`config.mk`:
```
export PLATFORM = sky130hd
export DESIGN_NAME = regFile
export DESIGN_NICKNAME = d
export VERILOG_FILES = /design/src/verilog/regFile.sv
export VERILOG_INCLUDE_DIRS = /design/src /design/src/include
export SDC_FILE = /design/constraint.sdc
export NUM_CORES = 2
export LEC_CHECK = 0
export BUFFER_PORTS_ARGS = -buffer_cell sky130_fd_sc_hd__buf_2
export CAP_MARGIN = 20
export CORE_MARGIN = 5
export CORE_UTILIZATION = 41
export CTS_CLUSTER_SIZE = 8
export DETAILED_ROUTE_END_ITERATION = 7
export MAX_ROUTING_LAYER = met4
export PLACE_DENSITY_LB_ADDON = 0.08
export SETUP_SLACK_MARGIN = 0.02
export SLEW_MARGIN = 20
export SYNTH_ARGS = -nofsm -noshare
export SYNTH_HDL_FRONTEND = slang
export SYNTH_SLANG_ARGS = --single-unit
```
`constraint.sdc`:
```
create_clock -name clk -period 3.7 [get_ports clk]
set_input_delay 0.925 -clock clk [delete_from_list [all_inputs] [get_ports clk]]
set_output_delay 0.925 -clock clk [all_outputs]
set_load 0.01 [all_outputs]
```
`src/include/dualIssue_macros.svh`:
```
`ifndef DUALISSUE_MACROS_SVH
`define DUALISSUE_MACROS_SVH

// datapath and register number widths
`define DATA_W      32
`define REG_ADDR_W  5

// fetch side
`define RESET_PC    32'hbfc00000  // boot vector
`define FETCH_STEP  8             // one pair of words per fetch

// mips instruction fields
`define OP_MSB      31
`define OP_LSB      26
`define RS_MSB      25
`define RS_LSB      21
`define RT_MSB      20
`define RT_LSB      16
`define RD_MSB      15
`define RD_LSB      11

`define IMM_W       16  // low half of I-type words

`endif

```
`src/verilog/regFile.sv`:
```
`include "dualIssue_macros.svh"
`default_nettype none

module regFile (
    input  logic                   clk,
    input  logic                   rstN_i,
    input  logic                   we1_i,
    input  logic                   we2_i,
    input  logic [`REG_ADDR_W-1:0] waddr1_i,
    input  logic [`REG_ADDR_W-1:0] waddr2_i,
    input  logic [`DATA_W-1:0]     wdata1_i,
    input  logic [`DATA_W-1:0]     wdata2_i,
    input  logic [`REG_ADDR_W-1:0] raddr1a_i,
    input  logic [`REG_ADDR_W-1:0] raddr1b_i,
    input  logic [`REG_ADDR_W-1:0] raddr2a_i,
    input  logic [`REG_ADDR_W-1:0] raddr2b_i,
    output logic [`DATA_W-1:0]     rdata1a_o,
    output logic [`DATA_W-1:0]     rdata1b_o,
    output logic [`DATA_W-1:0]     rdata2a_o,
    output logic [`DATA_W-1:0]     rdata2b_o
);

    localparam int NUM_REGS = 1 << `REG_ADDR_W;

    logic [`DATA_W-1:0] regs [NUM_REGS];

    always_ff @(posedge clk or negedge rstN_i) begin
        if (!rstN_i) begin
            for (int i = 0; i < NUM_REGS; i++) begin
                regs[i] <= '0;
            end
        end else begin
            if (we1_i) regs[waddr1_i] <= wdata1_i;
            // slave is younger, so on a clash its value stays
            if (we2_i) regs[waddr2_i] <= wdata2_i;
        end
    end

    // $zero is hardwired, whatever was written to it
    assign rdata1a_o = (raddr1a_i == '0) ? '0 : regs[raddr1a_i];
    assign rdata1b_o = (raddr1b_i == '0) ? '0 : regs[raddr1b_i];
    assign rdata2a_o = (raddr2a_i == '0) ? '0 : regs[raddr2a_i];
    assign rdata2b_o = (raddr2b_i == '0) ? '0 : regs[raddr2b_i];

endmodule

`default_nettype wire

```
==> impl_metrics.yaml <==
clocking:
  clkLatencyLatePin_ns: 0.81
  cts_made_buffers: 150
  ctsRootBufferMaster: "clkbuf_16"
  cts-htree-levels: 4
  clk_path_buf_depth: 3
  cts_tree: "built"
  clkTransAtPathRegs_ns: 0.05
  clock-sinks: 1024
layout:
  largest_register_ffs: 1024
  layout.nets: 7761
  regMostFlops: "regs"
  largest_registers: "regs: 1024 flops"
  fillCellCount: 17100
  area_growth_pct: 25.7
  final_cells: 10300
  drive_gt1_share_pct: 37.7
pwr:
  power_density_mw_per_mm2: 487
  comb_power_share_pct: 35.3
  p_sw_share_pct: 36.1
  switching_power_mw: 17.7
  cellInternalPower_mw: 31.4
  p_seq_share_pct: 38.0
  peakVddDrop_uv: 491
  leakage_nw: 42.1
  p_clk_share_pct: 26.7
route:
  routed_via_density: 7.01
  vias: 72500
  wire_per_inst_um: 41.2
  drc: 0
  drt_wl_total_mm: 427
  drt-pass1-iter-count: 8
  ant_nets: 0
  drt_iter0_drc: 9839
critical_path:
  timing.rr.end: "regs[739]"
  critical_path_arrival_ns: 2.85
  path_class: "input port to primary output"
  startpoint_type: "input port"
  crit_path_end_kind: "primary output"
  required_ns: 2.77
  r2r_cells: 2
  crit_fanout: 7
  r2r_slack_ns: 2.81
  r2r_start: "regs[739]"
floorplanning:
  coreArea_mm2: 0.195
  ios: 226
  start_util_pct: 41.2
  num_rows: 162
  die_h_um: 453
  dieArea_mm2: 0.205
  die_w_um: 453
logic_synthesis:
  synthDistinctLibCells: 43
  synthArstFlopShare_pct: 100
  yosysTopAreaCell: "dfrtp_1"
  synth_warnings: 0
  yosysMostFrequentCell: "mux2i_1"
  synthCells: 7202
  yosysSeqAreaShare_pct: 31.9
  ys.flop_type: "dfrtp_1"
  synth_top_area_share_pct: 31.9
  ys_ff_latch: 1024
  synthTopCellsByCount: "mux2i_1, dfrtp_1, mux4_2"
  syn_avg_cell_area_um2: 11.2
  synth_edf_count: 0
  synth.cell_area_mm2: 0.0804
  synth_fp_nets: 7300
  synth_area_leaders: "dfrtp_1, mux4_2, mux2i_1, o21ai_0, a21oi_1"
sta:
  maxSlewHeadroom_pct: 30.0
  skew_ns: 0
  min_period_ns: 3.78
  setup_viol: 32
  clock.fmax_ghz: 0.265
  setup_slack_ns: -0.0764
  fin_crit_sh_pct: 102
  whs_ns: 0.623
  drv_slew: 0
  hold_viol: 0
  rsz0062_at_grt: "yes"
  worst_pin_slew_ns: 1.05
job:
  drv_cap: 0
place:
  dp_hpwl_mm: 262
  port_buffers: 225
  dp_cells: 9905
  routabilityCongestion: 0.974
global_route:
  grt_pass1_vias: 69900
  grt_util_all_layers_pct: 41.5
  grt_max_degree: 110
  overflow: 0
  antenna_found_initial: 31
  grt_pass1_wl_mm: 581
outcome:
  violations: "setup timing"
  status: "complete, but fails checks"
min_path:
  min_path_type: "input port to asynchronous set/reset pin"
placed cells by master (no fill, tap or decap), types with 79 or more instances in the layout:
master / count
mux2i_1: 1315
dfrtp_1: 1024
mux4_2: 927
buf_4: 567
nand2_1: 514
nor2_1: 512
a21oi_1: 512
o21ai_0: 497
buf_12: 264
buf_2: 177
clkbuf_16: 167
o21ai_1: 115
nor2b_1: 92
mux2_2: 92
buf_16: 81
buf_6: 79
final cells by class:
cell class | instances | area, µm² | share of cell area [%]
clock buffer | 178 | 3940 | 3.90
inverter | 3 | 23.8 | 0.0235
timing repair buffer | 1205 | 14300 | 14.2
antenna | 15 | 37.5 | 0.0371
tap | 2624 | 3280 | 3.25
multi-input combinational | 5279 | 53700 | 53.1
clock inverter | 15 | 156 | 0.155
sequential | 1024 | 25600 | 25.4
power by group through the flow:
stage / sequential [mW] / combinational, mW / clock, mW
after floorplan: 16.7 / 11.1 / 0
after global placement: 18.3 / 15.1 / 0
after detailed placement: 18.5 / 15.4 / 0
after CTS: 18.3 / 16.6 / 13.2
after global routing: 19.0 / 18.4 / 13.6
final: 18.7 / 17.4 / 13.1
stage by stage:
step                utilization, %  setup TNS [ns]  cell area [µm²]  worst slack, ns  total power [mW]
floorplan                        -               0            80400            0.441              27.8
global placement              46.1          -19.23            90000           -0.658              33.4
detailed placement            46.1          -19.82            90000           -0.663              33.9
CTS                           50.6          -0.400            98700          -0.0957              48.1
global route                  51.8          -0.667           101000          -0.0862              51.0
finish                        51.8          -0.611           101000          -0.0764              49.2
worst max-delay path by stage:
| stage | startpoint | to | slack, ns | depth (start not counted) |
|---|---|---|---|---|
| 4_1_cts | raddr2a_i[0] | rdata2a_o[20] | -0.1 | 9 |
| 6_report | raddr2a_i[0] | rdata2a_o[20] | -0.08 | 9 |
| 3_3_place_gp | raddr1a_i[3] | rdata1a_o[1] | -0.66 | 9 |
| 3_5_place_dp | raddr1a_i[3] | rdata1a_o[1] | -0.66 | 9 |
| 2_1_floorplan | raddr2a_i[0] | rdata2a_o[0] | 0.44 | 6 |
| 5_1_grt | raddr2a_i[0] | rdata2a_o[20] | -0.09 | 9 |
worst max-delay path, stage by stage:
cell     delay [ns]
buf_16         0.14
buf_16         0.15
buf_12         0.14
buf_12         0.12
mux4_2         0.49
mux2i_1        0.19
nor3b_1        0.07
or3_4          0.44
buf_6          0.14
per-layer routing:
metal  track usage [%]  vias up  routed length [µm]
met4              26.7        0               35200
li1                  -    28700                   -
met3              11.2     1457               48300
met5                 -        -                   0
met2              60.7     5401              188000
met1              50.9    37000              155000
logic make-up (layout without fill, tap and decap cells):
family / count (synthesis) / in the layout / share of synthesized area [%]
flip-flops: 1024 / 1024 / 31.9
AND/OR/NAND/NOR: 1247 / 1247 / 6.56
buffers and inverters: 899 / 1401 / 5.40
multiplexers: 2369 / 2369 / 44.1
other: 0 / 15 / 0
AO/OA/AOI/OAI: 1663 / 1663 / 12.1
what timing repair did:
action,4_1_cts,5_1_grt
hold buffers,1,0
endpoints found under the hold margin,5,0
pin swaps,66,91
gates resized for setup,532,306
setup buffers,114,88
setup endpoints to repair,124,111
cloned,36,14
Note: power is estimated with default switching activity, not from simulation.
