## src/include/dualIssue_macros.svh

```systemverilog
`ifndef DUALISSUE_MACROS_SVH
`define DUALISSUE_MACROS_SVH

// datapath and register number widths
`define DATA_W      32
`define REG_ADDR_W  5

// fetch side
`define RESET_PC    32'hbfc00000  // boot vector
`define FETCH_STEP  8             // one pair of words per fetch

// mips instruction fields
`define OP_MSB      31
`define OP_LSB      26
`define RS_MSB      25
`define RS_LSB      21
`define RT_MSB      20
`define RT_LSB      16
`define RD_MSB      15
`define RD_LSB      11

`define IMM_W       16  // low half of I-type words

`endif

```

## src/verilog/dualIssuePkg.sv

```systemverilog
`default_nettype none

package dualIssuePkg;

    // alu operations, shared by the decoder and both lanes
    typedef enum logic [2:0] {
        ALU_ADD = 3'd0,
        ALU_SUB = 3'd1,
        ALU_AND = 3'd2,
        ALU_OR  = 3'd3,
        ALU_XOR = 3'd4,
        ALU_SLT = 3'd5,  // signed compare
        ALU_LUI = 3'd6
    } aluOpT;

    // where a decode operand comes from
    typedef enum logic [2:0] {
        FWD_RF = 3'd0,  // register file, nothing newer in flight
        FWD_E1 = 3'd1,
        FWD_E2 = 3'd2,
        FWD_W1 = 3'd3,
        FWD_W2 = 3'd4
    } fwdSelT;

endpackage

`default_nettype wire

```

## src/verilog/instDecoder.sv

```systemverilog
`include "dualIssue_macros.svh"
`default_nettype none

module instDecoder (
    input  logic [`DATA_W-1:0]     instr_i,
    output dualIssuePkg::aluOpT    aluOp_o,
    output logic                   regWrite_o,
    output logic                   isImm_o,
    output logic                   signExt_o,
    output logic                   readsRs_o,
    output logic                   readsRt_o,
    output logic [`REG_ADDR_W-1:0] writeReg_o
);
    import dualIssuePkg::*;

    localparam int OP_W    = `OP_MSB - `OP_LSB + 1;
    localparam int FUNCT_W = 6;

    localparam logic [OP_W-1:0] OP_SPECIAL = 6'h00;
    localparam logic [OP_W-1:0] OP_ADDIU   = 6'h09;
    localparam logic [OP_W-1:0] OP_ORI     = 6'h0d;
    localparam logic [OP_W-1:0] OP_LUI     = 6'h0f;

    localparam logic [FUNCT_W-1:0] FN_ADDU = 6'h21;
    localparam logic [FUNCT_W-1:0] FN_SUBU = 6'h23;
    localparam logic [FUNCT_W-1:0] FN_AND  = 6'h24;
    localparam logic [FUNCT_W-1:0] FN_OR   = 6'h25;
    localparam logic [FUNCT_W-1:0] FN_XOR  = 6'h26;
    localparam logic [FUNCT_W-1:0] FN_SLT  = 6'h2a;

    logic [OP_W-1:0]        opcode;
    logic [FUNCT_W-1:0]     funct;
    logic [`REG_ADDR_W-1:0] rt;
    logic [`REG_ADDR_W-1:0] rd;
    logic                   knownFn;

    assign opcode = instr_i[`OP_MSB:`OP_LSB];
    assign funct  = instr_i[FUNCT_W-1:0];
    assign rt     = instr_i[`RT_MSB:`RT_LSB];
    assign rd     = instr_i[`RD_MSB:`RD_LSB];

    always_comb begin
        // anything not listed falls out as a bubble
        aluOp_o    = ALU_ADD;
        regWrite_o = 1'b0;
        isImm_o    = 1'b0;
        signExt_o  = 1'b0;
        readsRs_o  = 1'b0;
        readsRt_o  = 1'b0;
        writeReg_o = '0;
        knownFn    = 1'b0;
        case (opcode)
            OP_SPECIAL: begin
                knownFn = 1'b1;
                case (funct)
                    FN_ADDU: aluOp_o = ALU_ADD;
                    FN_SUBU: aluOp_o = ALU_SUB;
                    FN_AND:  aluOp_o = ALU_AND;
                    FN_OR:   aluOp_o = ALU_OR;
                    FN_XOR:  aluOp_o = ALU_XOR;
                    FN_SLT:  aluOp_o = ALU_SLT;
                    default: knownFn = 1'b0;  // sll 0 etc, nop
                endcase
                regWrite_o = knownFn;
                readsRs_o  = knownFn;
                readsRt_o  = knownFn;
                writeReg_o = knownFn ? rd : '0;
            end
            OP_ADDIU: begin
                aluOp_o    = ALU_ADD;
                regWrite_o = 1'b1;
                isImm_o    = 1'b1;
                signExt_o  = 1'b1;
                readsRs_o  = 1'b1;
                writeReg_o = rt;
            end
            OP_ORI: begin
                aluOp_o    = ALU_OR;  // zero-extended immediate
                regWrite_o = 1'b1;
                isImm_o    = 1'b1;
                readsRs_o  = 1'b1;
                writeReg_o = rt;
            end
            OP_LUI: begin
                aluOp_o    = ALU_LUI;
                regWrite_o = 1'b1;
                isImm_o    = 1'b1;
                writeReg_o = rt;
            end
            default: ;
        endcase
    end

endmodule

`default_nettype wire

```

## config.mk

```make
export PLATFORM = sky130hd
export DESIGN_NAME = instDecoder
export DESIGN_NICKNAME = d
export VERILOG_FILES = /design/src/verilog/dualIssuePkg.sv /design/src/verilog/instDecoder.sv
export VERILOG_INCLUDE_DIRS = /design/src /design/src/include
export SDC_FILE = /design/constraint.sdc
export NUM_CORES = 1
export LEC_CHECK = 0
export CAP_MARGIN = 20
export CORE_AREA = 4 4 41 43
export DETAILED_ROUTE_END_ITERATION = 12
export DIE_AREA = 0 0 45 47
export DONT_BUFFER_PORTS = 1
export SETUP_SLACK_MARGIN = 0.02
export SYNTH_ARGS = -nofsm -noshare
export SYNTH_HDL_FRONTEND = slang
export SYNTH_SLANG_ARGS = --single-unit
```

## constraint.sdc

```tcl
create_clock -name vclk -period 3.5
set_clock_uncertainty 0.2 [all_clocks]
set_input_delay 0.525 -clock vclk [all_inputs]
set_output_delay 0.525 -clock vclk [all_outputs]
set_load 0.01 [all_outputs]
```

==> impl_metrics.toml <==
[grt]
grt_max_degree = 9
grt_pass1_vias = 255
antenna_found_initial = 0
grt_overflow_total = 0
grt_use_total = 0.08104
grt_pass1_wl_um = 1352

[cells_and_area]
clkbuf_count = 0
seq_cells = 0
area_growth_pct = 4.867
drive_gt1_frac = 0.1818
final_cells = 48
register_area_um2 = 0
nets = 67
diodes = 0

[sta]
finalSetupViolations = 0
fin_crit_sh = 0.6401
finalMaxSlewViolations = 0
timing.setup.tns_ns = 0
hold_ws_ns = 0.8964
maxSlewHeadroom = 0.5706
fmax_ghz = 0.4464
rsz0062_at_grt = "false"
min_period_ns = 2.240
hold_viol_final = 0
fin_ws_ns = 1.260
worst_pin_slew_ns = 0.6441

[min_path]
min-delay-start = "instr_i[30]"
whs_endpoint = "isImm_o"
hp-class = "input port to output port"
hold_path_depth = 1

[clock_network]
postCtsResizedCells = 0
post_cts_buffers = 0
holdBufCountCts = 0

[power]
clkPwrFrac = 0
switchingPower_w = 0.000009528
combPwrFrac = 1.000
p_seq_frac = 0
max-vdd-ir-drop_mv = 0.01238
p_int_w = 0.000008294
p_per_area_mw_per_mm2 = 60.10
p_leak_nw = 0.08850
swShare = 0.5346

[routing]
drc_errors = 0
drtIter0Drc = 3
ant_nets = 0
viasPerCell = 6.083
vias = 292
wl_um = 953
drtPass1Iterations = 4
post_drt_wl_per_cell_um = 19.85

[worst_setup_path]
worstPathArrival_ns = 1.52
cp_slowest_cell = "a2111oi_4"
slowest_delay_ns = 0.64
cp_max_fo = 7
crit_type = "input port to output port"
startpoint_type = "input port"
critPathCaptureType = "output port"
path_cells = "nand2_2 > a2111oi_4 > a32o_1"
worstPathRequired_ns = 2.77

[floorplan]
start_util = 0.2173
ios = 45
die_x_um = 45
core_area_mm2 = 0.001301
die_y_um = 47
die-area_mm2 = 0.002115
rows = 13

[status]
status = "finished, final reports clean"

[logic_synthesis]
synth_nets = 66
ys_seq_area_frac = 0
synth_cell_type_count = 26
ys_warn_count = 0
synth_cells = 34
synth.avg_cell_area_um2 = 8.317
syn_area_um2 = 282.8

[placed_design]
place_inst = 48
gp_congestion = 0.7094
dp_slack_ns = 1.253
dp_hpwl_um = 833.6
portBuffers = 0

[flow_run]
drv_cap = 0
[power by group through the flow]
stage               Sequential [W]  Clock [W]  Combinational, W
finish                           0          0         0.0000178
floorplan                        0          0         0.0000158
global placement                 0          0         0.0000179
CTS                              0          0         0.0000182
global route                     0          0         0.0000197
detailed placement               0          0         0.0000181
[layer usage]
metal / up-vias / global-route usage / part of all wire
li1: 143 / - / -
met1: 131 / 0.09438 / 0.36
met2: 18 / 0.1441 / 0.49
met3: 0 / 0.03831 / 0.15
met4: 0 / 0 / 0
met5: - / 0 / 0
[worst max-delay path: cells and delay by family]
| kind | cells | cell delay, ns |
|---|---|---|
| AOI/OAI and AO/OA | 2 | 0.92 |
| and+or+nand+nor | 1 | 0.07 |
[cells in the final DEF, fill, tap and decap left out]
| cell type | n |
|---|---|
| inv_1 | 3 |
| o31ai_4 | 1 |
| o31a_1 | 1 |
| nor2_1 | 1 |
| and3_1 | 1 |
| o2bb2ai_1 | 1 |
| o41ai_1 | 1 |
| o22ai_1 | 2 |
| nand2_1 | 1 |
| and2_1 | 2 |
| or4_4 | 1 |
| nand3_1 | 1 |
| a2111oi_4 | 1 |
| a21o_1 | 1 |
| nor3_1 | 1 |
| inv_2 | 1 |
| nand4bb_1 | 1 |
| a32o_1 | 5 |
| nand2_2 | 1 |
| nor3b_1 | 1 |
| nor4_1 | 1 |
| xor2_1 | 1 |
| xnor2_1 | 1 |
| nor4b_2 | 1 |
| or3_1 | 1 |
[Yosys cell counts (all sizes together) (2+ instances only)]
| cell | number | area, um^2 |
|---|---|---|
| a32o | 5 | 50.05 |
| and2 | 2 | 12.51 |
| inv | 4 | 15.01 |
| o22ai | 2 | 12.51 |
| nand2 | 2 | 10.01 |
[how the worst max path moves through the flow]
stage / from / to / cells after the start
final: instr_i[26] / writeReg_o[4] / 3
after global routing: instr_i[29] / aluOp_o[1] / 3
after CTS: instr_i[26] / writeReg_o[1] / 3
after detailed placement: instr_i[26] / writeReg_o[1] / 3
after global placement: instr_i[29] / aluOp_o[1] / 3
after floorplan: instr_i[29] / aluOp_o[1] / 3
[per-stage QoR]
step	cell area [um^2]	utilization	power, W
5_1_grt	296.5	0.2279	0.00001968
4_1_cts	296.5	0.2279	0.00001819
3_3_place_gp	296.5	0.2279	0.00001789
6_report	296.5	0.2279	0.00001782
3_5_place_dp	296.5	0.2279	0.00001807
2_1_floorplan	282.8	-	0.00001584
[cell type report]
class | count | area [um^2]
Fill cell | 154 | 1005
Multi-Input combinational cell | 29 | 262.8
Inverter | 4 | 15.01
Tap cell | 15 | 18.77
[cells by family (layout without fill, tap and decap cells)]
logic type	count (synthesis)	in the layout	synth area share
xor gates and xnor gates	2	2	0.06196
and+or+nand+nor	14	14	0.3540
buffers and inverters	5	4	0.07076
AOI/OAI and AO/OA	13	13	0.5133
No activity file was read; power rests on OpenSTA's default activity.
