`config.mk`:
```
export PLATFORM = sky130hd
export DESIGN_NAME = issueControl
export DESIGN_NICKNAME = d
export VERILOG_FILES = /design/src/verilog/dualIssuePkg.sv /design/src/verilog/issueControl.sv
export VERILOG_INCLUDE_DIRS = /design/src /design/src/include
export SDC_FILE = /design/constraint.sdc
export NUM_CORES = 1
export LEC_CHECK = 0
export ABC_AREA = 1
export BUFFER_PORTS_ARGS = -buffer_cell sky130_fd_sc_hd__buf_2
export CORE_MARGIN = 4
export CORE_UTILIZATION = 53
export DETAILED_ROUTE_END_ITERATION = 6
export PLACE_DENSITY = 0.95
export SYNTH_ARGS = -nofsm -noshare
export SYNTH_HDL_FRONTEND = slang
export SYNTH_SLANG_ARGS = --single-unit
```
`constraint.sdc`:
```
create_clock -name clk -period 2.51 [get_ports clk]
set_clock_uncertainty 0.05 [all_clocks]
set_input_delay 0.502 -clock clk [delete_from_list [all_inputs] [get_ports clk]]
set_output_delay 0.502 -clock clk [all_outputs]
set_load 0.03 [all_outputs]
```
`src/include/dualIssue_macros.svh`:
```
`ifndef DUALISSUE_MACROS_SVH
`define DUALISSUE_MACROS_SVH

// datapath and register number widths
`define DATA_W      32
`define REG_ADDR_W  5

// fetch side
`define RESET_PC    32'hbfc00000  // boot vector
`define FETCH_STEP  8             // one pair of words per fetch

// mips instruction fields
`define OP_MSB      31
`define OP_LSB      26
`define RS_MSB      25
`define RS_LSB      21
`define RT_MSB      20
`define RT_LSB      16
`define RD_MSB      15
`define RD_LSB      11

`define IMM_W       16  // low half of I-type words

`endif

```
`src/verilog/dualIssuePkg.sv`:
```
`default_nettype none

package dualIssuePkg;

    // alu operations, shared by the decoder and both lanes
    typedef enum logic [2:0] {
        ALU_ADD = 3'd0,
        ALU_SUB = 3'd1,
        ALU_AND = 3'd2,
        ALU_OR  = 3'd3,
        ALU_XOR = 3'd4,
        ALU_SLT = 3'd5,  // signed compare
        ALU_LUI = 3'd6
    } aluOpT;

    // where a decode operand comes from
    typedef enum logic [2:0] {
        FWD_RF = 3'd0,  // register file, nothing newer in flight
        FWD_E1 = 3'd1,
        FWD_E2 = 3'd2,
        FWD_W1 = 3'd3,
        FWD_W2 = 3'd4
    } fwdSelT;

endpackage

`default_nettype wire

```
`src/verilog/issueControl.sv`:
```
`include "dualIssue_macros.svh"
`default_nettype none

module issueControl (
    input  logic                   clk,
    input  logic                   rstN_i,
    input  logic                   iCacheStall_i,
    input  logic                   regWrite1D_i,
    input  logic                   regWrite2D_i,
    input  logic [`REG_ADDR_W-1:0] writeReg1D_i,
    input  logic [`REG_ADDR_W-1:0] writeReg2D_i,
    input  logic [`REG_ADDR_W-1:0] rs1D_i,
    input  logic [`REG_ADDR_W-1:0] rt1D_i,
    input  logic [`REG_ADDR_W-1:0] rs2D_i,
    input  logic [`REG_ADDR_W-1:0] rt2D_i,
    input  logic                   readsRs1D_i,
    input  logic                   readsRt1D_i,
    input  logic                   readsRs2D_i,
    input  logic                   readsRt2D_i,
    input  logic                   regWrite1E_i,
    input  logic [`REG_ADDR_W-1:0] writeReg1E_i,
    input  logic                   regWrite2E_i,
    input  logic [`REG_ADDR_W-1:0] writeReg2E_i,
    input  logic                   regWrite1W_i,
    input  logic [`REG_ADDR_W-1:0] writeReg1W_i,
    input  logic                   regWrite2W_i,
    input  logic [`REG_ADDR_W-1:0] writeReg2W_i,
    output logic                   holdFront_o,
    output logic                   killMasterD_o,
    output logic                   killSlaveD_o,
    output dualIssuePkg::fwdSelT   fwd1a_o,
    output dualIssuePkg::fwdSelT   fwd1b_o,
    output dualIssuePkg::fwdSelT   fwd2a_o,
    output dualIssuePkg::fwdSelT   fwd2b_o
);
    import dualIssuePkg::*;

    logic splitQ;   // master of a split pair already issued
    logic rawDep;
    logic wawDep;

    // youngest writer first, lane 2 is younger than lane 1 of the same stage
    function automatic fwdSelT pickFwd(input logic reads, input logic [`REG_ADDR_W-1:0] src);
        if (!reads || src == '0) return FWD_RF;
        if (regWrite2E_i && writeReg2E_i == src) return FWD_E2;
        if (regWrite1E_i && writeReg1E_i == src) return FWD_E1;
        if (regWrite2W_i && writeReg2W_i == src) return FWD_W2;
        if (regWrite1W_i && writeReg1W_i == src) return FWD_W1;
        return FWD_RF;
    endfunction

    // slave needs the master's result, which does not exist yet
    assign rawDep = regWrite1D_i && (writeReg1D_i != '0) &&
                    ((readsRs2D_i && rs2D_i == writeReg1D_i) ||
                     (readsRt2D_i && rt2D_i == writeReg1D_i));

    // same destination in both lanes, retire them one per cycle
    assign wawDep = regWrite1D_i && regWrite2D_i && (writeReg1D_i != '0) &&
                    (writeReg2D_i == writeReg1D_i);

    // first cycle: master alone, front waits
    assign holdFront_o   = (rawDep || wawDep) && !splitQ;
    assign killSlaveD_o  = holdFront_o;
    // second cycle: master already gone, slave follows
    assign killMasterD_o = splitQ;

    always_ff @(posedge clk or negedge rstN_i) begin
        if (!rstN_i) begin
            splitQ <= 1'b0;
        end else if (!iCacheStall_i) begin
            splitQ <= holdFront_o;  // clears on the following advance
        end
    end

    always_comb begin
        fwd1a_o = pickFwd(readsRs1D_i, rs1D_i);
        fwd1b_o = pickFwd(readsRt1D_i, rt1D_i);
        fwd2a_o = pickFwd(readsRs2D_i, rs2D_i);
        fwd2b_o = pickFwd(readsRt2D_i, rt2D_i);
    end

endmodule

`default_nettype wire

```
==> results.ini <==
[status]
run_status = finished, final reports clean

[logic_synthesis]
yosys.cell_types.count = 19
synth_area_mm2 = 0.00178
synth-seq-area-share_pct = 1.41
yosys_warnings = 0
syn_avg_cell_area_um2 = 4.17
syn_inst = 426
ys_ff_latch = 1
syn-num-nets = 489

[route]
drtIter0Drc = 468
post_drt_wl_per_cell_um = 14.8
via_count = 3037
first_pass_iters = 5
ant_nets = 0
wirelength_um = 8020
drc = 0
vias_per_cell = 5.59

[floorplanning]
core-area_mm2 = 0.00313
die_h_um = 65.9
dieArea_mm2 = 0.00434
die_w_um = 65.9
rows = 20
start_util_pct = 56.8
pin_count = 78

[worst_setup_path]
crit_slowest_cell = buf_2
worstSetupStartpointType = primary input
cp-endpoint = fwd2a_o[0]
path_class = in2out
arrival_ps = 1640
end_kind = primary output
ff2ff_path_depth = 5
r2r_slack_ps = 1640
worstPathRequired_ps = 1960
critical_path_depth = 8
critPathMaxFanout = 5
slowest_delay_ps = 220
crit_start = writeReg2E_i[2]
reg2reg_from = killMasterD_o
timing.critical_path.mode_cell = buf_2
cp_cell_sequence = buf_2, inv_1, o22ai_1, nor2_1, nand3_1, nand2_1, a21oi_1, buf_2
crit_buf_inv = 3
r2r-end = killMasterD_o
critPathTopFamily = buffers and inverters

[cells_and_area]
final_cells = 543
area_growth_pct = 23.4
fin_util_pct = 70.0
largest_reg_flops = 1
drive_gt1_share_pct = 20.8
antenna_cells = 0
multi_input_area_mm2 = 0.00151
register_area_um2 = 25.0
fin_nets = 564
fillers = 340
fin_area_mm2 = 0.00219

[global_routing]
grt_start_max_net_pins = 10
grt_pass1_wl_um = 12700
grt_pass1_vias = 2601
busiest_layer = met2
grtUsageMet2_pct = 58.1
antenna_found_initial = 0
grt-ovfl-total = 0
use_met3_pct = 6.46
gr-usage-all-layers_pct = 37.4
met1_usage_pct = 53.6

[sta]
drv_slew = 0
fmax_ghz = 0.456
holdWs_ps = 227
setup-violations-final = 0
max-slew-margin-rel_pct = 82.8
finalCritPeriodShare_pct = 87.4
finalCriticalPeriod_ps = 2190
worst_pin_slew_ps = 258
final_hold_viol_count = 0
setup_tns_ps = 0
rsz0062_at_grt = false

[clock_network]
postCtsSetupBuffers = 0
clk_pin_slew_worst_paths_ps = 0
ctsHoldBuffers = 0
clk_latency_ps = 0
ctsResizeCount = 0

[placed_design]
dp_cells = 543
gp_congestion = 1.11
io_buffers = 77
place_hpwl_um = 6370
placed_cell_area_mm2 = 0.00219

[power]
powerDensity_mw_per_mm2 = 181
p_leak_uw = 0.00144
worst_ir_drop_vdd_mv = 0.121

[worst_hold_path]
hold_class = in2async

[run]
maxCapViolations = 0

through the flow:
step                power [uW]  setup WS, ps
global placement           378           387
CTS                        383           377
floorplan                  228           436
finish                     397           315
detailed placement         381           383
global route               435           240
cells in the mapped netlist:
cell	count	area share, %
buf_2	2	0.56
o21ai_1	6	1.7
nor3_1	4	1.1
inv_2	21	4.4
xnor2_1	1	0.49
a21oi_2	1	0.49
nand3_1	25	7.0
buf_4	2	0.85
o22ai_1	12	4.2
o211ai_1	3	1.3
o21ai_0	9	2.5
nand4_1	5	1.8
nand2_2	1	0.35
nor2_2	4	1.4
nor2_1	69	15
inv_1	37	7.8
dfrtp_1	1	1.4
a21oi_1	11	3.1
nand2_1	212	45
cell usage in the layout (no fill, tap or decap), types with 6 or more instances in the layout:
cell type and count:
a21oi_1 11, buf_2 77, inv_1 37, inv_2 21, nand2_1 212, nand3_1 25, nor2_1 69, o21ai_0 9
o21ai_1 6, o22ai_1 12
cells by family (layout without fill, tap and decap cells):
logic type | Yosys count | after routing | synth area share, %
AOI/OAI and AO/OA | 42 | 42 | 13.3
xor gates and xnor gates | 1 | 1 | 0.493
and+or+nand+nor | 320 | 320 | 71.1
DFF | 1 | 1 | 1.41
buffers and inverters | 62 | 135 | 13.7
worst reg2reg max path, stage by stage (launching register included):
cell     delay [ps]
dfrtp_1         380
nor2_1          100
o21ai_0          80
inv_1            70
nand3_1          80
nand2_1          60
power breakdown:
part           internal, uW  total (uW)  switching (uW)  leakage, uW
sequential             17.1        17.7           0.580    0.0000138
clock                     0           0               0            0
combinational           123         379             256      0.00143
total                   140         397             257      0.00144
cell type report:
| type | instances | share of cell area (%) |
|---|---|---|
| Inverter | 58 | 9.94 |
| Multi-Input combinational cell | 363 | 68.8 |
| Sequential cell | 1 | 1.14 |
| Tap cell | 44 | 2.51 |
| Timing Repair Buffer | 77 | 17.6 |
layer usage:
metal / vias up / share of wire, %
met1: 1288 / 39
met2: 253 / 43
met5: - / 0
met3: 27 / 15
li1: 1469 / -
met4: 0 / 2.6
how the worst min path moves through the flow:
stage          startpoint             to  slack (ps)
2_1_floorplan      rstN_i  killMasterD_o         160
3_3_place_gp       rstN_i  killMasterD_o         230
3_5_place_dp       rstN_i  killMasterD_o         230
4_1_cts            rstN_i  killMasterD_o         230
5_1_grt            rstN_i  killMasterD_o         230
6_report           rstN_i  killMasterD_o         230
(Power assumes the default switching activity.)
