`src/include/dualIssue_macros.svh`:
```
`ifndef DUALISSUE_MACROS_SVH
`define DUALISSUE_MACROS_SVH

// datapath and register number widths
`define DATA_W      32
`define REG_ADDR_W  5

// fetch side
`define RESET_PC    32'hbfc00000  // boot vector
`define FETCH_STEP  8             // one pair of words per fetch

// mips instruction fields
`define OP_MSB      31
`define OP_LSB      26
`define RS_MSB      25
`define RS_LSB      21
`define RT_MSB      20
`define RT_LSB      16
`define RD_MSB      15
`define RD_LSB      11

`define IMM_W       16  // low half of I-type words

`endif

```
`src/verilog/dualIssuePkg.sv`:
```
`default_nettype none

package dualIssuePkg;

    // alu operations, shared by the decoder and both lanes
    typedef enum logic [2:0] {
        ALU_ADD = 3'd0,
        ALU_SUB = 3'd1,
        ALU_AND = 3'd2,
        ALU_OR  = 3'd3,
        ALU_XOR = 3'd4,
        ALU_SLT = 3'd5,  // signed compare
        ALU_LUI = 3'd6
    } aluOpT;

    // where a decode operand comes from
    typedef enum logic [2:0] {
        FWD_RF = 3'd0,  // register file, nothing newer in flight
        FWD_E1 = 3'd1,
        FWD_E2 = 3'd2,
        FWD_W1 = 3'd3,
        FWD_W2 = 3'd4
    } fwdSelT;

endpackage

`default_nettype wire

```
`src/verilog/aluUnit.sv`:
```
`include "dualIssue_macros.svh"
`default_nettype none

module aluUnit (
    input  dualIssuePkg::aluOpT    aluOp_i,
    input  logic [`DATA_W-1:0]     srcA_i,
    input  logic [`DATA_W-1:0]     srcB_i,
    output logic [`DATA_W-1:0]     result_o
);
    import dualIssuePkg::*;

    logic lessThan;

    assign lessThan = $signed(srcA_i) < $signed(srcB_i);

    always_comb begin
        case (aluOp_i)
            ALU_ADD: result_o = srcA_i + srcB_i;  // addu/addiu, no overflow trap
            ALU_SUB: result_o = srcA_i - srcB_i;
            ALU_AND: result_o = srcA_i & srcB_i;
            ALU_OR:  result_o = srcA_i | srcB_i;
            ALU_XOR: result_o = srcA_i ^ srcB_i;
            ALU_SLT: result_o = {{(`DATA_W-1){1'b0}}, lessThan};
            // immediate arrives zero-extended on srcB
            ALU_LUI: result_o = srcB_i << `IMM_W;
            default: result_o = '0;
        endcase
    end

endmodule

`default_nettype wire

```
`config.mk`:
```
export PLATFORM = sky130hd
export DESIGN_NAME = aluUnit
export DESIGN_NICKNAME = d
export VERILOG_FILES = /design/src/verilog/dualIssuePkg.sv /design/src/verilog/aluUnit.sv
export VERILOG_INCLUDE_DIRS = /design/src /design/src/include
export SDC_FILE = /design/constraint.sdc
export NUM_CORES = 1
export LEC_CHECK = 0
export BUFFER_PORTS_ARGS = -buffer_cell sky130_fd_sc_hd__buf_2
export CAP_MARGIN = 20
export CELL_PAD_IN_SITES_DETAIL_PLACEMENT = 1
export CELL_PAD_IN_SITES_GLOBAL_PLACEMENT = 2
export CORE_AREA = 2 2 139 141
export DETAILED_ROUTE_END_ITERATION = 10
export DIE_AREA = 0 0 141 143
export GPL_ROUTABILITY_DRIVEN = 0
export PLACE_DENSITY = 0.8
export REMOVE_ABC_BUFFERS = 1
export SKIP_LAST_GASP = 1
export SLEW_MARGIN = 20
export SYNTH_ARGS = -nofsm -noshare
export SYNTH_HDL_FRONTEND = slang
export SYNTH_SLANG_ARGS = --single-unit
```
`constraint.sdc`:
```
create_clock -name vclk -period 3.1
set_input_delay 0.31 -clock vclk [all_inputs]
set_output_delay 0.31 -clock vclk [all_outputs]
set_load 0.02 [all_outputs]
```
==> qor.yml, run 1 <==
initial_core_util_pct: 28.8
area_delta_synth_final_pct: 69.1
yosysTopAreaCell: "ha_1"
dp_slack_ns: -0.607
clock.fmax_mhz: 292
synth_most_common_cell: "inv_1"
seqCellArea_um2: 0
grt_max_degree: 67
p_leak_uw: 0.00432
initialDrtViolationCount: 469
antenna_found_initial: 0
critPathKind: "in2out"
maxCapViolCount: 0
drcViolationCount: 0
nets: 1308
avgRoutedWirePerCell_um: 20.2
slew_viol_final: 0
tightestPinTransition_ns: 0.786
avgSynthCellArea_um2: 6.51
synth_area_um2: 5350
violations: "negative setup slack"
holdPathStages: 7
core_area_um2: 18600
seq_area_frac_synth_pct: 0
hpwl_um: 21300
cp_data_arrival_time_ns: 3.11
hp-class: "in2out"
synth.area.top_cells: "ha_1, a21oi_1, inv_1"
die_x_um: 141
cp_max_fo: 8
nFillCells: 2331
slew_headroom_pct: 47.0
seq_cells: 0
track_usage_pct: 25.4
dr_total_vias: 7615
yosys.cell_types.count: 71
grt_overflow_total: 0
finalInstanceArea_um2: 9040
row_count: 50
dieArea_um2: 20200
hold_buffers: 0
worst_slack_ns: -0.323
slowest_delay_ns: 0.43
vias_per_cell: 5.54
min_period_over_period_pct: 110
power_density_nw_per_um2: 210
portBuffers: 99
hold_violations: 0
yosys-top-cells-count: "inv_1, ha_1, a21oi_1"
die_y_um: 143
power_uw: 1900
placed_area_um2: 7750
worstSetupStartpointType: "primary input"
drive_gt1_share_pct: 44.8
cp_num_buf_inv: 5
path_cells: "buf_2, inv_1, ha_1, buf_4, a21oi_1, buf_4, o21bai_1, a21oi_1, o31ai_1, o2111ai_1, o31ai_4, mux2_4, a22oi_2, nand3_1, buf_6"
dr.pass1.iters: 7
period_needed_ns: 3.42
fin_setup_tns_ns: -3.04
critical-path-slowest-cell: "o31ai_1"
synthCells: 822
cp_top_family: "compound AO/OA/AOI/OAI gates"
wl_um: 27800
yosysTopAreaCellShare_pct: 22.5
ir_worst_vdd_mv: 0.100
rsz0062_at_grt: "yes"
grt_pass1_wl_um: 41000
path_depth: 15
nClkBuffers: 0
io_pins: 99
ant_nets: 0
setup_viol: 20
yosysWarnings: 0
antennaDiodeCount: 0
grt_pass1_vias: 7917
whs_ns: 1.20
status: "finished with violations"
endpoint_kind: "output port"
crit_required_ns: 2.79
[metal layers]
layer	wire, um	share of wire [%]	track usage, %
met5	0	0	0
met3	1080	3.9	1.27
met2	14300	51	48.0
met1	11600	42	31.2
met4	902	3.2	6.95
[worst min-delay path, delay by kind of cell]
| kind | cells | cell delay (ns) |
|---|---|---|
| compound gates | 3 | 0.22 |
| buf+inv | 3 | 0.33 |
| simple gates | 1 | 0.04 |
[kinds of logic after synthesis]
kind of cell | after synthesis | share of synthesized area [%]
buf+inv | 150 | 10.9
xor+xnor | 22 | 3.60
mux | 13 | 2.62
compound gates | 310 | 40.0
simple gates | 229 | 19.7
fa+ha+maj | 98 | 23.2
[timing repair]
item,in CTS,in global routing
hold endpoints to repair,0,0
pin swaps,51,61
resized for setup,116,129
buffers inserted,8,27
endpoints found under the setup margin,24,23
[placed cells by master, fill, tap and decap left out, types with 15 or more instances in the layout]
cell type,n
buf_4,266
inv_1,82
ha_1,74
nor2_1,71
a21oi_1,70
buf_2,68
nand2_1,57
o21ai_0,38
buf_6,30
nor3_1,17
a21o_1,15
xnor2_1,15
ha_4,15
[through the flow]
| stage | util (%) | std cells |
|---|---|---|
| after floorplan | - | 771 |
| after global placement | 41.7 | 1344 |
| after detailed placement | 41.7 | 1344 |
| after CTS | 44.6 | 1351 |
| after global routing | 48.7 | 1375 |
| final | 48.7 | 1375 |
[power by group]
group	switching, uW	internal, uW	leakage, uW
Combinational	1020	880	0.00432
Clock	0	0	0
Sequential	0	0	0
Total	1020	880	0.00432
[path summary, 6_finish.rpt]
check	start	end	slack, ns
min	srcB_i[8]	result_o[24]	1.20
max	srcB_i[13]	result_o[28]	-0.32
[layout make-up]
class | count | area [um2] | share of cell area, %
Multi-Input combinational cell | 672 | 5580 | 61.7
Inverter | 99 | 389 | 4.30
Tap cell | 234 | 293 | 3.24
Timing Repair Buffer | 370 | 2780 | 30.7
Note: power is estimated with default switching activity, not from simulation.
==> inputs of run 2 (changes only) <==
Settings changed: BUFFER_PORTS_ARGS -buffer_cell sky130_fd_sc_hd__buf_2 to -buffer_cell sky130_fd_sc_hd__buf_4.
==> qor.yml, run 2 (synthesis gave the netlist of run 1 again) <==
row_count: 50  # unchanged
endpoint_kind: "output port"  # unchanged
portBuffers: 99  # unchanged
power_density_nw_per_um2: 209  # was 210 nW/um2
finalInstanceArea_um2: 8900  # was 9040 um2
hold_violations: 0  # unchanged
ant_nets: 0  # unchanged
nFillCells: 2347  # was 2331
placed_area_um2: 7880  # was 7750 um2
hpwl_um: 21200  # was 21300 um
grt_pass1_vias: 7834  # was 7917
dr.pass1.iters: 5  # was 7
power_switching_uw: 988  # was 1020 uW
grt_pass1_wl_um: 40700  # was 41000 um
grt_max_degree: 33  # was 67
critical-path-slowest-cell: "a2111o_1"  # was o31ai_1
ir_worst_vdd_mv: 0.0988  # was 0.100 mV
stdcell_count: 1350  # was 1375
slowest_delay_ns: 0.47  # was 0.43 ns
antennaDiodeCount: 0  # unchanged
p_clk_share_pct: 0  # about the same
dieArea_um2: 20200  # unchanged
seqCellArea_um2: 0  # unchanged
period_needed_ns: 3.35  # was 3.42 ns
rsz0062_at_grt: "yes"  # unchanged
area_delta_synth_final_pct: 66.4  # was 69.1%
worst_slack_ns: -0.246  # was -0.323 ns
clock.fmax_mhz: 299  # was 292 MHz
io_pins: 99  # unchanged
slew_headroom_pct: 43.2  # was 47.0%
avgRoutedWirePerCell_um: 19.9  # was 20.2 um
holdPathStages: 3  # was 7
grt_overflow_total: 0  # unchanged
track_usage_pct: 25.2  # was 25.4%
setup_viol: 17  # was 20
cp_data_arrival_time_ns: 3.04  # was 3.11 ns
antenna_found_initial: 0  # unchanged
nClkBuffers: 0  # unchanged
dr_total_vias: 7471  # was 7615
die_x_um: 141  # unchanged
violations: "negative setup slack"  # unchanged
crit_required_ns: 2.79  # about the same
power_uw: 1860  # was 1900 uW
drive_gt1_share_pct: 42.6  # was 44.8%
die_y_um: 143  # unchanged
nets: 1283  # was 1308
min_period_over_period_pct: 108  # was 110%
dp_slack_ns: -0.601  # was -0.607 ns
layout_common_cells: "buf_4, inv_1, ha_1"  # unchanged
core_area_um2: 18600  # unchanged
hold_buffers: 0  # unchanged
slew_viol_final: 0  # unchanged
pwr-share-comb_pct: 100.0  # about the same
final_common_cell: "buf_4"  # unchanged
maxCapViolCount: 0  # unchanged
dpl.cell_count: 1329  # was 1344
seq_cells: 0  # unchanged
p_seq_share_pct: 0  # about the same
internal_power_uw: 872  # was 880 uW
swShare_pct: 53.1  # was 53.7%
hp-class: "in2out"  # unchanged
worstHoldStart: "aluOp_i[2]"  # was srcB_i[8]
drcViolationCount: 0  # unchanged
tightestPinTransition_ns: 0.844  # was 0.786 ns
min_to: "result_o[0]"  # was result_o[24]
vias_per_cell: 5.53  # was 5.54
initialDrtViolationCount: 337  # was 469
status: "finished with violations"  # unchanged
worstSetupStartpointType: "primary input"  # unchanged
p_leak_uw: 0.00424  # was 0.00432 uW
utilization_pct: 47.9  # was 48.7%
critPathKind: "in2out"  # unchanged
path_cells: "buf_8, inv_4, ha_4, fa_2, o21bai_4, a221oi_2, a2111o_1, buf_6, a21o_1, nor3_4, or4_1, a32oi_2, xnor2_1, o21ai_1, buf_4"  # was buf_2, inv_1, ha_1, buf_4, a21oi_1, buf_4, o21bai_1, a21oi_1, o31ai_1, o2111ai_1, o31ai_4, mux2_4, a22oi_2, nand3_1, buf_6
initial_core_util_pct: 28.8  # unchanged
wl_um: 26800  # was 27800 um
cp_max_fo: 3  # was 8
critical_path.startpoint: "srcA_i[0]"  # was srcB_i[13]
==> run 2: stage by stage <==
step                      hold slack [ns]  setup TNS (ns)
after floorplan                     0.753          -0.706
after global placement               1.19           -8.13
after detailed placement             1.20           -8.65
after CTS                            1.15           -2.20
after global routing                 1.17           -4.77
final                                1.15           -2.50
==> run 2: final cells by class <==
cell class | count | area, um2 | share of cell area (%)
repair buffers | 345 | 2710 | 30.4
inverters | 99 | 397 | 4.46
well taps | 234 | 293 | 3.29
multi-input cells | 672 | 5510 | 61.9
==> run 2: power groups by stage <==
| stage | registers (uW) | clock network, uW | logic (uW) |
|---|---|---|---|
| 2_1_floorplan | 0 | 0 | 800 |
| 3_3_place_gp | 0 | 0 | 1550 |
| 3_5_place_dp | 0 | 0 | 1590 |
| 4_1_cts | 0 | 0 | 1750 |
| 5_1_grt | 0 | 0 | 1990 |
| 6_report | 0 | 0 | 1860 |
==> run 2: worst max path at each step <==
stage,slack (ns),to
floorplan,-0.22,result_o[26]
detailed placement,-0.60,result_o[28]
CTS,-0.27,result_o[28]
global route,-0.38,result_o[30]
finish,-0.25,result_o[24]
global placement,-0.57,result_o[28]
==> run 2: critical path: cells and delay by family <==
family | cells | cell delay [ns]
AOI/OAI and AO/OA | 6 | 1.18
and+or+nand+nor | 2 | 0.36
xor gates and xnor gates | 1 | 0.17
adders and majority gates | 2 | 0.55
buffers and inverters | 4 | 0.43
==> run 2: layer usage <==
layer  vias up  wire length, um  track usage, %
li1       3551                -               -
met1      3648            11400            31.0
met2       221            13600            46.7
met3        51             1150            1.64
met4         0              690            8.21
met5         -                0               0
==> run 2: repair_timing <==
item	4_1_cts	5_1_grt
setup buffers	14	9
gates resized for setup	117	70
setup endpoints to repair	23	23
pin swaps	55	28
cloned	0	0
